--- config.mk ---
export PLATFORM = sky130hd
export DESIGN_NAME = vmm_top
export DESIGN_NICKNAME = d
export VERILOG_FILES = /design/src/source/vmm_pkg.sv /design/src/source/mac_lane.sv /design/src/source/operand_feeder.sv /design/src/source/result_collector.sv /design/src/source/vmm_top.sv /design/src/source/vregfile_control.sv /design/src/source/wb_slave_port.sv
export SDC_FILE = /design/constraint.sdc
export NUM_CORES = 2
export LEC_CHECK = 0
export ABC_AREA = 0
export BUFFER_PORTS_ARGS = -buffer_cell sky130_fd_sc_hd__buf_2
export CAP_MARGIN = 20
export CORE_MARGIN = 1
export CORE_UTILIZATION = 45
export CTS_CLUSTER_SIZE = 8
export DETAILED_ROUTE_END_ITERATION = 8
export PLACE_DENSITY_LB_ADDON = 0.08
export SLEW_MARGIN = 5
export SYNTH_ARGS = -nofsm -noshare
export SYNTH_HDL_FRONTEND = slang
export SYNTH_SLANG_ARGS = --single-unit
export TNS_END_PERCENT = 5
--- constraint.sdc ---
create_clock -name clk -period 12.9 [get_ports clk]
set_input_delay 2.58 -clock clk [delete_from_list [all_inputs] [get_ports clk]]
set_output_delay 2.58 -clock clk [all_outputs]
set_load 0.01 [all_outputs]
--- src/source/vmm_pkg.sv ---
// vector matmul shared definitions
`default_nettype none

package vmm_pkg;

	// sizes
	localparam int MAT_MUL_SIZE = 4;
	localparam int DATA_WIDTH = 32;
	localparam int NUM_REGS = 32;
	localparam int LOG2_NUM_REGS = 5;
	localparam int ELEM_WIDTH = 8;
	localparam int ACC_WIDTH = 24;
	// register index plus the engine select bit
	localparam int ADR_WIDTH = LOG2_NUM_REGS + 1;

	// control register indices
	localparam logic [LOG2_NUM_REGS-1:0] REG_VL = 5'd0;
	localparam logic [LOG2_NUM_REGS-1:0] REG_B_COLS = 5'd29;
	localparam logic [LOG2_NUM_REGS-1:0] REG_A_COLS = 5'd30;
	localparam logic [LOG2_NUM_REGS-1:0] REG_A_ROWS = 5'd31;

	// engine offsets, used when adr[5] is set
	localparam logic [1:0] ENG_A = 2'd0;
	localparam logic [1:0] ENG_B = 2'd1;
	localparam logic [1:0] ENG_RESULT = 2'd2;
	localparam logic [1:0] ENG_STATUS = 2'd3;

	typedef logic signed [ELEM_WIDTH-1:0] elem_t;

	// mask sits in the low bits of a register word
	typedef struct packed {
		logic [DATA_WIDTH-MAT_MUL_SIZE-1:0] pad;
		logic [MAT_MUL_SIZE-1:0] mask;
	} mask_field_s;

	// one bus word, read as lane elements or as a mask
	typedef union packed {
		elem_t [MAT_MUL_SIZE-1:0] elems;
		mask_field_s mask_field;
	} vmm_word_u;

	typedef struct packed {
		logic en;
		logic [LOG2_NUM_REGS-1:0] idx;
		vmm_word_u data;
	} regfile_wr_s;

	typedef struct packed {
		logic [DATA_WIDTH-1:0] vl;
		logic [MAT_MUL_SIZE-1:0] a_rows;
		logic [MAT_MUL_SIZE-1:0] a_cols;
		logic [MAT_MUL_SIZE-1:0] b_cols;
	} ctrl_regs_s;

	typedef struct packed {
		logic valid;
		logic clear;
		elem_t a_elem;
		elem_t b_elem;
	} lane_in_s;

endpackage

`default_nettype wire

--- src/source/mac_lane.sv ---
// signed multiply-accumulate lane
`timescale 1ns/1ps
`default_nettype none

module mac_lane (
	input wire logic clk,
	input wire logic resetn,
	input vmm_pkg::lane_in_s lane_in,
	output logic signed [vmm_pkg::ACC_WIDTH-1:0] acc
);

	logic signed [2*vmm_pkg::ELEM_WIDTH-1:0] prod;

	// signed byte times signed byte
	assign prod = $signed(lane_in.a_elem) * $signed(lane_in.b_elem);

	always_ff @(posedge clk) begin
		if (!resetn) begin
			acc <= '0;
		end else if (lane_in.clear) begin
			// clear wins over valid
			acc <= '0;
		end else if (lane_in.valid) begin
			// product sign-extends into acc, wraps on overflow
			acc <= acc + prod;
		end
	end

endmodule

`default_nettype wire

--- src/source/operand_feeder.sv ---
// operand pair feeder
`timescale 1ns/1ps
`default_nettype none

module operand_feeder (
	input wire logic clk,
	input wire logic resetn,
	input wire logic a_we,
	input wire logic b_we,
	input vmm_pkg::vmm_word_u op_word,
	input wire logic vl_load,
	input vmm_pkg::ctrl_regs_s ctrl,
	output vmm_pkg::lane_in_s [vmm_pkg::MAT_MUL_SIZE-1:0] lanes,
	output logic [vmm_pkg::DATA_WIDTH-1:0] count
);

	logic take_pair;
	logic [vmm_pkg::MAT_MUL_SIZE-1:0] valid_q;
	logic clear_q;
	vmm_pkg::vmm_word_u a_hold;
	vmm_pkg::vmm_word_u a_pair;
	vmm_pkg::vmm_word_u b_pair;

	// b write closes a pair, dropped once vl pairs are in
	assign take_pair = b_we & (count < ctrl.vl);

	always_ff @(posedge clk) begin
		if (!resetn) begin
			count <= '0;
			valid_q <= '0;
			clear_q <= 1'b0;
		end else begin
			clear_q <= vl_load;
			valid_q <= '0;
			if (vl_load) begin
				count <= '0;
			end else if (take_pair) begin
				// only a_rows lanes accumulate
				valid_q <= ctrl.a_rows;
				count <= count + 1'b1;
			end
		end
	end

	// a waits here for its b
	always_ff @(posedge clk) begin
		if (a_we) begin
			a_hold <= op_word;
		end
		if (take_pair) begin
			a_pair <= a_hold;
			b_pair <= op_word;
		end
	end

	// element i of each word goes to lane i
	always_comb begin
		for (int i = 0; i < vmm_pkg::MAT_MUL_SIZE; i++) begin
			lanes[i].valid = valid_q[i];
			lanes[i].clear = clear_q;
			lanes[i].a_elem = a_pair.elems[i];
			lanes[i].b_elem = b_pair.elems[i];
		end
	end

endmodule

`default_nettype wire

--- src/source/result_collector.sv ---
// masked lane sum and done flag
`timescale 1ns/1ps
`default_nettype none

module result_collector (
	input wire logic clk,
	input wire logic resetn,
	input wire logic [vmm_pkg::MAT_MUL_SIZE-1:0][vmm_pkg::ACC_WIDTH-1:0] accs,
	input vmm_pkg::ctrl_regs_s ctrl,
	input wire logic [vmm_pkg::DATA_WIDTH-1:0] count,
	input wire logic vl_load,
	output logic [vmm_pkg::DATA_WIDTH-1:0] result,
	output logic [vmm_pkg::DATA_WIDTH-1:0] status
);

	logic signed [vmm_pkg::DATA_WIDTH-1:0] sum;
	logic full;
	logic full_d;
	logic clr_d;
	logic done_q;

	// b_cols lanes only, sign-extended
	always_comb begin
		sum = '0;
		for (int i = 0; i < vmm_pkg::MAT_MUL_SIZE; i++) begin
			if (ctrl.b_cols[i]) begin
				sum = sum + $signed(accs[i]);
			end
		end
	end

	// last pair taken
	assign full = (count == ctrl.vl) && (ctrl.vl != '0);

	always_ff @(posedge clk) begin
		if (!resetn) begin
			result <= '0;
			full_d <= 1'b0;
			clr_d <= 1'b0;
			done_q <= 1'b0;
		end else begin
			clr_d <= vl_load;
			if (vl_load || clr_d) begin
				// hold zero until lanes have cleared
				result <= '0;
				full_d <= 1'b0;
				done_q <= 1'b0;
			end else begin
				result <= sum;
				// one cycle for the lanes, one for the sum
				full_d <= full;
				done_q <= full_d;
			end
		end
	end

	// done in bit 0, pair count in 15:8
	always_comb begin
		status = '0;
		status[0] = done_q;
		status[15:8] = count[7:0];
	end

endmodule

`default_nettype wire

--- src/source/vmm_top.sv ---
// vector matmul control top
`timescale 1ns/1ps
`default_nettype none

module vmm_top (
	input wire logic clk,
	input wire logic resetn,
	input wire logic cyc,
	input wire logic stb,
	input wire logic we,
	input wire logic [vmm_pkg::ADR_WIDTH-1:0] adr,
	input wire logic [vmm_pkg::DATA_WIDTH-1:0] dat_w,
	output logic [vmm_pkg::DATA_WIDTH-1:0] dat_r,
	output logic ack
);

	vmm_pkg::regfile_wr_s reg_wr;
	logic reg_rd_en;
	logic [vmm_pkg::LOG2_NUM_REGS-1:0] reg_rd_reg;
	logic [vmm_pkg::DATA_WIDTH-1:0] reg_rd_data;
	vmm_pkg::ctrl_regs_s ctrl;
	logic a_we;
	logic b_we;
	logic vl_load;
	vmm_pkg::vmm_word_u op_word;
	vmm_pkg::lane_in_s [vmm_pkg::MAT_MUL_SIZE-1:0] lanes;
	logic [vmm_pkg::MAT_MUL_SIZE-1:0][vmm_pkg::ACC_WIDTH-1:0] accs;
	logic [vmm_pkg::DATA_WIDTH-1:0] count;
	logic [vmm_pkg::DATA_WIDTH-1:0] result;
	logic [vmm_pkg::DATA_WIDTH-1:0] status;

	// host side
	wb_slave_port wb_slave_port_i (
		.clk(clk),
		.resetn(resetn),
		.cyc(cyc),
		.stb(stb),
		.we(we),
		.adr(adr),
		.dat_w(dat_w),
		.reg_rd_data(reg_rd_data),
		.result(result),
		.status(status),
		.ack(ack),
		.dat_r(dat_r),
		.reg_wr(reg_wr),
		.reg_rd_en(reg_rd_en),
		.reg_rd_reg(reg_rd_reg),
		.a_we(a_we),
		.b_we(b_we),
		.op_word(op_word),
		.vl_load(vl_load)
	);

	vregfile_control vregfile_control_i (
		.clk(clk),
		.resetn(resetn),
		.rd_en(reg_rd_en),
		.rd_reg(reg_rd_reg),
		.wr(reg_wr),
		.rd_data(reg_rd_data),
		.ctrl(ctrl)
	);

	operand_feeder operand_feeder_i (
		.clk(clk),
		.resetn(resetn),
		.a_we(a_we),
		.b_we(b_we),
		.op_word(op_word),
		.vl_load(vl_load),
		.ctrl(ctrl),
		.lanes(lanes),
		.count(count)
	);

	// one lane per mask bit
	for (genvar i = 0; i < vmm_pkg::MAT_MUL_SIZE; i++) begin : g_lane
		mac_lane mac_lane_i (
			.clk(clk),
			.resetn(resetn),
			.lane_in(lanes[i]),
			.acc(accs[i])
		);
	end

	result_collector result_collector_i (
		.clk(clk),
		.resetn(resetn),
		.accs(accs),
		.ctrl(ctrl),
		.count(count),
		.vl_load(vl_load),
		.result(result),
		.status(status)
	);

endmodule

`default_nettype wire

--- src/source/vregfile_control.sv ---
// control register file
`timescale 1ns/1ps
`default_nettype none

module vregfile_control (
	input wire logic clk,
	input wire logic resetn,
	input wire logic rd_en,
	input wire logic [vmm_pkg::LOG2_NUM_REGS-1:0] rd_reg,
	input vmm_pkg::regfile_wr_s wr,
	output logic [vmm_pkg::DATA_WIDTH-1:0] rd_data,
	output vmm_pkg::ctrl_regs_s ctrl
);

	// general storage, inferred
	logic [vmm_pkg::DATA_WIDTH-1:0] mem [vmm_pkg::NUM_REGS];

	// mask zero-extended into a full word
	function automatic vmm_pkg::vmm_word_u mask_word(
		input logic [vmm_pkg::MAT_MUL_SIZE-1:0] m
	);
		vmm_pkg::vmm_word_u w;
		w.mask_field.pad = '0;
		w.mask_field.mask = m;
		return w;
	endfunction

	// write port, plus registered read
	// read sees old data on a same-cycle write
	always_ff @(posedge clk) begin
		if (wr.en) begin
			mem[wr.idx] <= wr.data;
		end
		if (rd_en) begin
			case (rd_reg)
				// vl and masks come from the live control regs
				vmm_pkg::REG_VL: rd_data <= ctrl.vl;
				vmm_pkg::REG_A_ROWS: rd_data <= mask_word(ctrl.a_rows);
				vmm_pkg::REG_A_COLS: rd_data <= mask_word(ctrl.a_cols);
				vmm_pkg::REG_B_COLS: rd_data <= mask_word(ctrl.b_cols);
				default: rd_data <= mem[rd_reg];
			endcase
		end
	end

	// vl and the three masks as separate registers
	always_ff @(posedge clk) begin
		if (!resetn) begin
			ctrl.vl <= '0;
			ctrl.a_rows <= '1;
			ctrl.a_cols <= '1;
			ctrl.b_cols <= '1;
		end else if (wr.en) begin
			case (wr.idx)
				vmm_pkg::REG_VL: ctrl.vl <= wr.data;
				// a_rows, picks accumulating lanes
				vmm_pkg::REG_A_ROWS: ctrl.a_rows <= wr.data.mask_field.mask;
				// a_cols / b_rows, kept for the register map only
				vmm_pkg::REG_A_COLS: ctrl.a_cols <= wr.data.mask_field.mask;
				// b_cols, picks lanes summed into result
				vmm_pkg::REG_B_COLS: ctrl.b_cols <= wr.data.mask_field.mask;
				default: begin
				end
			endcase
		end
	end

endmodule

`default_nettype wire

--- src/source/wb_slave_port.sv ---
// wishbone classic slave port
`timescale 1ns/1ps
`default_nettype none

module wb_slave_port (
	input wire logic clk,
	input wire logic resetn,
	input wire logic cyc,
	input wire logic stb,
	input wire logic we,
	input wire logic [vmm_pkg::ADR_WIDTH-1:0] adr,
	input wire logic [vmm_pkg::DATA_WIDTH-1:0] dat_w,
	input wire logic [vmm_pkg::DATA_WIDTH-1:0] reg_rd_data,
	input wire logic [vmm_pkg::DATA_WIDTH-1:0] result,
	input wire logic [vmm_pkg::DATA_WIDTH-1:0] status,
	output logic ack,
	output logic [vmm_pkg::DATA_WIDTH-1:0] dat_r,
	output vmm_pkg::regfile_wr_s reg_wr,
	output logic reg_rd_en,
	output logic [vmm_pkg::LOG2_NUM_REGS-1:0] reg_rd_reg,
	output logic a_we,
	output logic b_we,
	output vmm_pkg::vmm_word_u op_word,
	output logic vl_load
);

	logic take;
	logic eng_sel;
	logic [1:0] eng_off;
	logic wr_en_q;
	logic [vmm_pkg::LOG2_NUM_REGS-1:0] idx_q;
	vmm_pkg::vmm_word_u data_q;
	logic rd_eng_q;
	logic [1:0] rd_off_q;

	// new request, blocked in the ack cycle so ack stays one clock
	assign take = cyc & stb & ~ack;
	// adr[5] picks the engine space
	assign eng_sel = adr[vmm_pkg::ADR_WIDTH-1];
	assign eng_off = adr[1:0];

	// read goes out now, data lands with ack
	assign reg_rd_en = take & ~we & ~eng_sel;
	assign reg_rd_reg = adr[vmm_pkg::LOG2_NUM_REGS-1:0];

	// ack and one-cycle strobes
	always_ff @(posedge clk) begin
		if (!resetn) begin
			ack <= 1'b0;
			wr_en_q <= 1'b0;
			a_we <= 1'b0;
			b_we <= 1'b0;
			vl_load <= 1'b0;
		end else begin
			ack <= take;
			wr_en_q <= take & we & ~eng_sel;
			a_we <= take & we & eng_sel & (eng_off == vmm_pkg::ENG_A);
			b_we <= take & we & eng_sel & (eng_off == vmm_pkg::ENG_B);
			vl_load <= take & we & ~eng_sel &
				(adr[vmm_pkg::LOG2_NUM_REGS-1:0] == vmm_pkg::REG_VL);
		end
	end

	// captured address and data
	always_ff @(posedge clk) begin
		if (take) begin
			data_q <= dat_w;
			idx_q <= adr[vmm_pkg::LOG2_NUM_REGS-1:0];
			rd_eng_q <= eng_sel;
			rd_off_q <= eng_off;
		end
	end

	assign reg_wr = '{en: wr_en_q, idx: idx_q, data: data_q};
	// same word feeds the operand path
	assign op_word = data_q;

	// read mux, valid while ack is high
	always_comb begin
		if (!rd_eng_q) begin
			dat_r = reg_rd_data;
		end else begin
			case (rd_off_q)
				vmm_pkg::ENG_RESULT: dat_r = result;
				vmm_pkg::ENG_STATUS: dat_r = status;
				// operand slots are write only
				default: dat_r = '0;
			endcase
		end
	end

endmodule

`default_nettype wire

Word-level counts from Yosys, hierarchy flattened:

Memories as Yosys holds them, arrays and structs flattened.
Cells that the tools add are included.

* flip-flop bits (word level): 384
* bits in writable memories: 1024
* memories kept: 1

* $add $sub $neg: 8
* multiply operators: 4
* order comparisons: 1
* equality and inequality tests: 10
* muxes and demuxes: 9
* bitwise operators: 16
* reductions and logical operators: 14

Memories
* vregfile_control_i.mem: depth 32, width 32, rd ports 1, clocked after Yosys merged registers in 0, wr ports 1, line vregfile_control.sv:16 `logic [vmm_pkg::DATA_WIDTH-1:0] mem [vmm_pkg::NUM_REGS];`

Operator list (count)
* 2-to-1 mux 32 bit: 5
* case mux 32 bit (4 select lines): 1
* adder 24 x 16 -> 24 bit: 4
* adder 32 x 24 -> 32 bit: 3
* multiplier 8 x 8 -> 16 bit: 4
* case mux 32 bit (2 select lines): 1
* adder 32 x 1 -> 32 bit (second input constant): 1
* equality test 32 bit: 1
* less-than comparator 32 bit: 1
* nonzero test 32 bit: 1
* equality test 5 bit (second input constant): 6
* bitwise AND 1 bit: 11
* zero test 5 bit: 2
* AND reduction 2 bit: 4
* OR reduction 2 bit: 3
* inverter 1 bit: 5
* equality test 2 bit (second input constant): 2
* OR reduction 3 bit: 1
* equality test 2 x 1 -> 1 bit (second input constant): 1
* zero test 2 bit: 1
* 2-to-1 mux 1 bit: 2
* logical AND 1 bit: 1
* logical OR 1 bit: 1

Logic depth before layout (Yosys ltp):

* depth in word-level cells: 7
* depth in mapped cells: 38
* depth with buffers taken out: 36

By module:

A second synthesis with hierarchy kept.

* cell total of the unflattened synthesis: 5674
* area total of the unflattened synthesis: 77220.3 sq um

Modules (own cells, without submodules)
* vregfile_control: times used 1, cells an instance 2163, area an instance 42416.9 sq um, sequential area each 32411.1 sq um
* result_collector: times used 1, cells an instance 906, area an instance 6894.1 sq um, sequential area each 700.7 sq um
* operand_feeder: times used 1, cells an instance 447, area an instance 5850.6 sq um, sequential area each 3623.5 sq um
* mac_lane at g_lane[1].mac_lane_i: times used 1, cells an instance 498, area an instance 5023.6 sq um, sequential area each 480.5 sq um
* mac_lane at g_lane[2].mac_lane_i: times used 1, cells an instance 483, area an instance 4913.5 sq um, sequential area each 480.5 sq um
* mac_lane at g_lane[3].mac_lane_i: times used 1, cells an instance 492, area an instance 4907.2 sq um, sequential area each 480.5 sq um
* mac_lane at g_lane[0].mac_lane_i: times used 1, cells an instance 483, area an instance 4904.7 sq um, sequential area each 480.5 sq um
* wb_slave_port: times used 1, cells an instance 202, area an instance 2309.7 sq um, sequential area each 1241.2 sq um

Least setup slack after synthesis:

No wires, ideal clock.

* kind: reg-to-reg
* from: register, netlist name vregfile_control_i.ctrl[0]
* to: register result_collector_i.result[31] in the netlist's numbering
* library setup time: 78 ps
* arrival time: 6863 ps
* setup slack: 5960 ps
* stages on the path, launching flop included: 37
* buffers on the path: 2
* period minus slack after synthesis: 6940 ps
* path through: dfxtp_1 buf_2 clkbuf_1 and2_1 ha_1 inv_1 fa_1 nor2b_1 o21ai_1 a21oi_1 o41a_1 nor2b_1 xnor2_1 mux2_2 ha_1 inv_1 o21bai_1 a221oi_1 o21ai_0 a21oi_1 o21ai_0 a221o_1 a21oi_1 xor2_1 mux2i_1 ha_1 o21a_1 o21ai_0 nand2b_1 a21o_1 nand3_1 a21oi_1 or4_1 a311oi_2 xnor2_1 and3_1 nor3_1

* word-level cells in the longest chain between the ends: 7

RTL lines
* 2-to-1 mux 32 bit *: line result_collector.sv:26 `if (ctrl.b_cols[i]) begin`
* adder 32 x 24 -> 32 bit: line result_collector.sv:27 `sum = sum + $signed(accs[i]);`
* 2-to-1 mux 32 bit *: line result_collector.sv:26
* adder 32 x 24 -> 32 bit: line result_collector.sv:27
* 2-to-1 mux 32 bit *: line result_collector.sv:26
* adder 32 x 24 -> 32 bit: line result_collector.sv:27
* 2-to-1 mux 32 bit *: line result_collector.sv:26
* end signal: assignment: line result_collector.sv:49 `result <= sum;`
* end: declaration: line result_collector.sv:12 `output logic [vmm_pkg::DATA_WIDTH-1:0] result,`

Mark *: on every way between the ends. The rest lies on a longest branch, timed or not.
A chain may end at the register's enable or synchronous reset.

Worst setup path in the final report:

* from: register, netlist name vregfile_control_i.ctrl[0]
* to: register result_collector_i.result[31] in the netlist's numbering

* word-level cells in the longest chain between the ends: 7

RTL lines (line)
* 2-to-1 mux 32 bit *: result_collector.sv:26
* adder 32 x 24 -> 32 bit: result_collector.sv:27
* 2-to-1 mux 32 bit *: result_collector.sv:26
* adder 32 x 24 -> 32 bit: result_collector.sv:27
* 2-to-1 mux 32 bit *: result_collector.sv:26
* adder 32 x 24 -> 32 bit: result_collector.sv:27
* 2-to-1 mux 32 bit *: result_collector.sv:26

Marks and branches as above.

==> results.txt <==
The clock-pin slew on the worst setup and hold paths came out at about 0.060 ns. The portion of total power attributed to sequential cells came out at 0.494. Entering global routing, the biggest net connects 98 pins. After synthesis, the share of flip-flops with an asynchronous set or reset is 0.

The worst-case setup slack after placement is roughly 4.7 ns. The total power is 9.98 mW. The detailed-router iteration count before antenna repair is 7.

The total routing usage reported by global routing is 0.243. Gates resized during post-CTS repair numbered 0. The flow ran to the end, but the final reports show violations. The count of cell types in the netlist is 88. The initial antenna violation count came to 16. The setup TNS after final layout is 0 ns.

Of all cell types, the one taking the most synthesized area is edfxtp_1. In this run the count of I/O pins placed on the die edge is 76. The part of the total power dissipated in combinational logic is 0.037. After layout, the minimum clock period comes to slightly above 8 ns.

The cts-stage hold buffer count is 0. The worst setup skew after layout is approximately 0.076 ns. The detailed placement HPWL is ~130 mm.

After floorplanning, the core was sized to cover between 150,000 and 200,000 um^2. The final route contains between 40,000 and 50,000 vias. In this run the static leakage power is ~32 nW. The critical path data required time is roughly 14 ns. In the routed design, unresolved DRC markers number 16. The number of pins with negative max-slew slack in the final report is 0.

The tightest slew margin relative to the limit is 0.250. The portion of synthesized cell area occupied by the leading cell type came out at 0.476. Along the worst path, the maximum fanout reaches 30.

In this design, the critical path's most frequently occurring cell is a21oi_1. In this run the worst setup path begins at vregfile_control_i.ctrl[0]$_SDFFE_PN1P_. The path depth of the worst reg2reg path came out at 34.

The number of fill cells is ~14,000. The mean instance size in the synthesized netlist is between 10 and 15 um^2. The startpoint of the most critical register-to-register path is vregfile_control_i.ctrl[0]$_SDFFE_PN1P_. The synthesized netlist net count is between 6,000 and 7,000.

The number of clock sinks came out at 1,406. The area of the multi-input gates came out at around 32,000 um^2. The measured slew at the worst slew-check pin is ~1.1 ns. The finished layout cell area came out at between 80,000 and 90,000 um^2.

STA classifies the critical path endpoint as a flop. Routability-driven placement finished with a final weighted congestion of 0.829. The die covers 168,000 um^2.

The H-tree depth is 4. The die boundary height came out at around 410 um. The switching share of power is 0.218.

The worst-case IR drop observed on VDD is around 130 uV. The clock network power share came out at 0.469. The cell-internal power is 7.81 mW. The number of storage elements in the synthesis netlist is approximately 1,400. The number of max-capacitance violations reported is 0. The worst setup path endpoint is result_collector_i.result[31]$_SDFF_PP0_.

The post-layout instance count excluding filler cells came out at between 7,000 and 8,000. The share of synthesized area occupied by flip-flops and latches is 0.534. The post-route clock period utilization is 0.639. The endpoint of the worst-slack reg-to-reg timing path is result_collector_i.result[31]$_SDFF_PP0_. The average detailed-routed wire length per instance came out at between 20 and 30 um. The cell at the root of the clock tree is clkbuf_16. The maximum operating frequency came out at about 120 MHz. The synthesis warning total is 0. Counting flops with a built-in enable in the synthesized netlist gives 1,190.

The count of final setup violators came out at 0. Among all flip-flop cells after synthesis, the most frequent one is edfxtp_1. The checks that failed: design-rule violations.

The via count of the first global-routing pass came out at between 40,000 and 50,000. The buffers inserted during post-CTS setup optimization is 0. The cell count after placement came out at roughly 7,600. TritonCTS built the clock tree. The longest clock path from root to sink contains 3 buffers.

The worst hold path belongs to the class flop to flop. The top cell types in the final layout, fill and taps aside, are edfxtp_1, inv_1, fa_1, nand2_1, ha_1. Sorting the synthesized cells by area gives the leading types as edfxtp_1, fa_1, mux4_2. The register-to-register setup slack came out at between 4 and 5 ns.

The number of nets with antenna violations after detailed routing is 0. The total wire length came out at 200 mm. The worst setup path is of the flop to flop kind.

The horizontal die dimension is slightly above 400 um. Setup repair after global routing left no endpoint under its margin. The cell area power density is between 100 and 150 nW/um^2.

Input and output buffers added on the ports amount to between 70 and 80. Once layout is complete, the utilization of the core stands at 0.510. The total global routing overflow is 0. The later-pin clock latency in the skew report came out at between 0.8 and 0.9 ns. STA classifies the critical path startpoint as a flop. The first-pass GRT wire length came out at 300 mm. The number of nets in the final layout is about 6,400. The post-layout worst setup margin is about 4.7 ns. The number of failing hold endpoints at the final stage is 0. The detail-routed via count per cell is ~5.5. The delay of the slowest critical-path stage is about 0.96 ns.

The number of instances in the synthesized netlist came out at ~5,400. The detailed router's first-iteration violation count came out at roughly 3,600. For this design, the slowest cell found on the critical path is dfxtp_1. The register cell area after layout came out at around 40,000 um^2. The floorplan has ~150 rows. At the worst endpoint, the arrival time is between 8 and 9 ns.

The clock buffer count from CTS is 195. The fraction of final layout cells with drive strength greater than 1 came out at 0.135. The synthesis-to-finish area growth is 12.3%. The worst hold slack is roughly 0.41 ns. The library cell used most frequently in the layout, excluding fill and tap cells, is edfxtp_1. Summing all placed instances gives a cell area of 78,600 um^2. For this design the total switching power over the nets is 2.17 mW. The post-synthesis instance area came out at roughly 75,000 um^2.

The initial utilization of the core area, before any placement, comes to 0.454.
==> power groups by stage <==
stage | sequential, mW | combinational [mW] | clock [mW]
after global placement | 5.03 | 0.359 | 0
after detailed placement | 5.03 | 0.364 | 0
final | 4.94 | 0.366 | 4.68
after CTS | 4.94 | 0.365 | 4.77
after floorplan | 5.04 | 0.199 | 0
after global routing | 4.93 | 0.390 | 4.95
==> worst min-delay path by stage <==
stage	startpoint	endpoint	slack, ns	cells after the start
detailed placement	operand_feeder_i.a_hold[12]$_DFFE_PP_	operand_feeder_i.a_pair[12]$_DFFE_PP_	0.40	0
global placement	operand_feeder_i.a_hold[2]$_DFFE_PP_	operand_feeder_i.a_pair[2]$_DFFE_PP_	0.40	0
CTS	operand_feeder_i.a_hold[21]$_DFFE_PP_	operand_feeder_i.a_pair[21]$_DFFE_PP_	0.41	0
floorplan	operand_feeder_i.a_hold[0]$_DFFE_PP_	operand_feeder_i.a_pair[0]$_DFFE_PP_	0.40	0
global route	operand_feeder_i.a_hold[30]$_DFFE_PP_	operand_feeder_i.a_pair[30]$_DFFE_PP_	0.42	0
finish	operand_feeder_i.a_hold[21]$_DFFE_PP_	operand_feeder_i.a_pair[21]$_DFFE_PP_	0.41	0
==> registers in the layout (all words and copies together) (netlist names) <==
signal	flops
vregfile_control_i.mem	1024
g_lane.mac_lane_i.acc	96
vregfile_control_i.ctrl	44
operand_feeder_i.a_hold	32
operand_feeder_i.a_pair	32
operand_feeder_i.b_pair	32
operand_feeder_i.count	32
result_collector_i.result	32
vregfile_control_i.rd_data	32
wb_slave_port_i.op_word	32
operand_feeder_i.valid_q	4
wb_slave_port_i.idx_q	4
result_collector_i.clr_d	1
result_collector_i.done_q	1
result_collector_i.full_d	1
wb_slave_port_i.a_we	1
wb_slave_port_i.ack	1
wb_slave_port_i.b_we	1
wb_slave_port_i.rd_eng_q	1
wb_slave_port_i.rd_off_q	1
wb_slave_port_i.vl_load	1
wb_slave_port_i.wr_en_q	1
==> area by class of cell <==
type,count,share of cell area
Multi-Input combinational cell,3158,0.382
Sequential cell,1406,0.475
Tap cell,2189,0.0325
Antenna cell,1,0.0000297
Inverter,644,0.0287
Clock inverter,17,0.00470
Timing Repair Buffer,179,0.0165
Clock buffer,254,0.0607
==> cells by family (layout without fill, tap and decap cells) <==
group | after synthesis | in the layout | synth area share
buffers and inverters | 824 | 1094 | 0.0414
AND/OR/NAND/NOR | 1057 | 1057 | 0.0659
AO/OA/AOI/OAI | 661 | 661 | 0.0581
multiplexers | 496 | 496 | 0.111
adder cells (fa/ha/maj) | 755 | 755 | 0.168
flip-flops | 1406 | 1406 | 0.534
XOR/XNOR | 189 | 189 | 0.0220
other | 0 | 1 | 0
==> layer usage <==
| metal | wire [um] | GRT usage |
|---|---|---|
| met1 | 88900 | 0.337 |
| met3 | 9310 | 0.0314 |
| met5 | 57 | 0 |
| met4 | 3850 | 0.0560 |
| met2 | 97800 | 0.408 |
==> Yosys cell counts (13+ instances only) <==
library cell,count
a211oi_1,27
a21boi_0,35
a21o_1,74
a21oi_1,152
a22oi_1,49
a31oi_1,17
and2_1,141
and3_1,21
buf_1,46
buf_2,13
clkbuf_1,121
dfxtp_1,216
edfxtp_1,1190
fa_1,419
ha_1,335
inv_1,642
mux2_2,26
mux2i_1,201
mux4_2,269
nand2_1,385
nand2b_1,50
nand3_1,51
nand4_1,19
nor2_1,254
nor2b_1,26
nor3_1,40
o211ai_1,13
o21a_1,19
o21ai_0,144
o21bai_1,25
o31ai_1,13
or3_1,23
xnor2_1,135
xor2_1,54
==> worst max-delay path: cells and delay by family, from the launching register on <==
| family | cells | cell delay [ns] |
|---|---|---|
| AOI/OAI and AO/OA | 15 | 3.38 |
| and+or+nand+nor | 8 | 1.64 |
| adders and majority gates | 4 | 1.25 |
| DFF | 1 | 0.96 |
| muxes | 2 | 0.40 |
| xor gates and xnor gates | 3 | 0.38 |
| buffers and inverters | 2 | 0.18 |
Note: power is estimated with default switching activity, not from simulation.
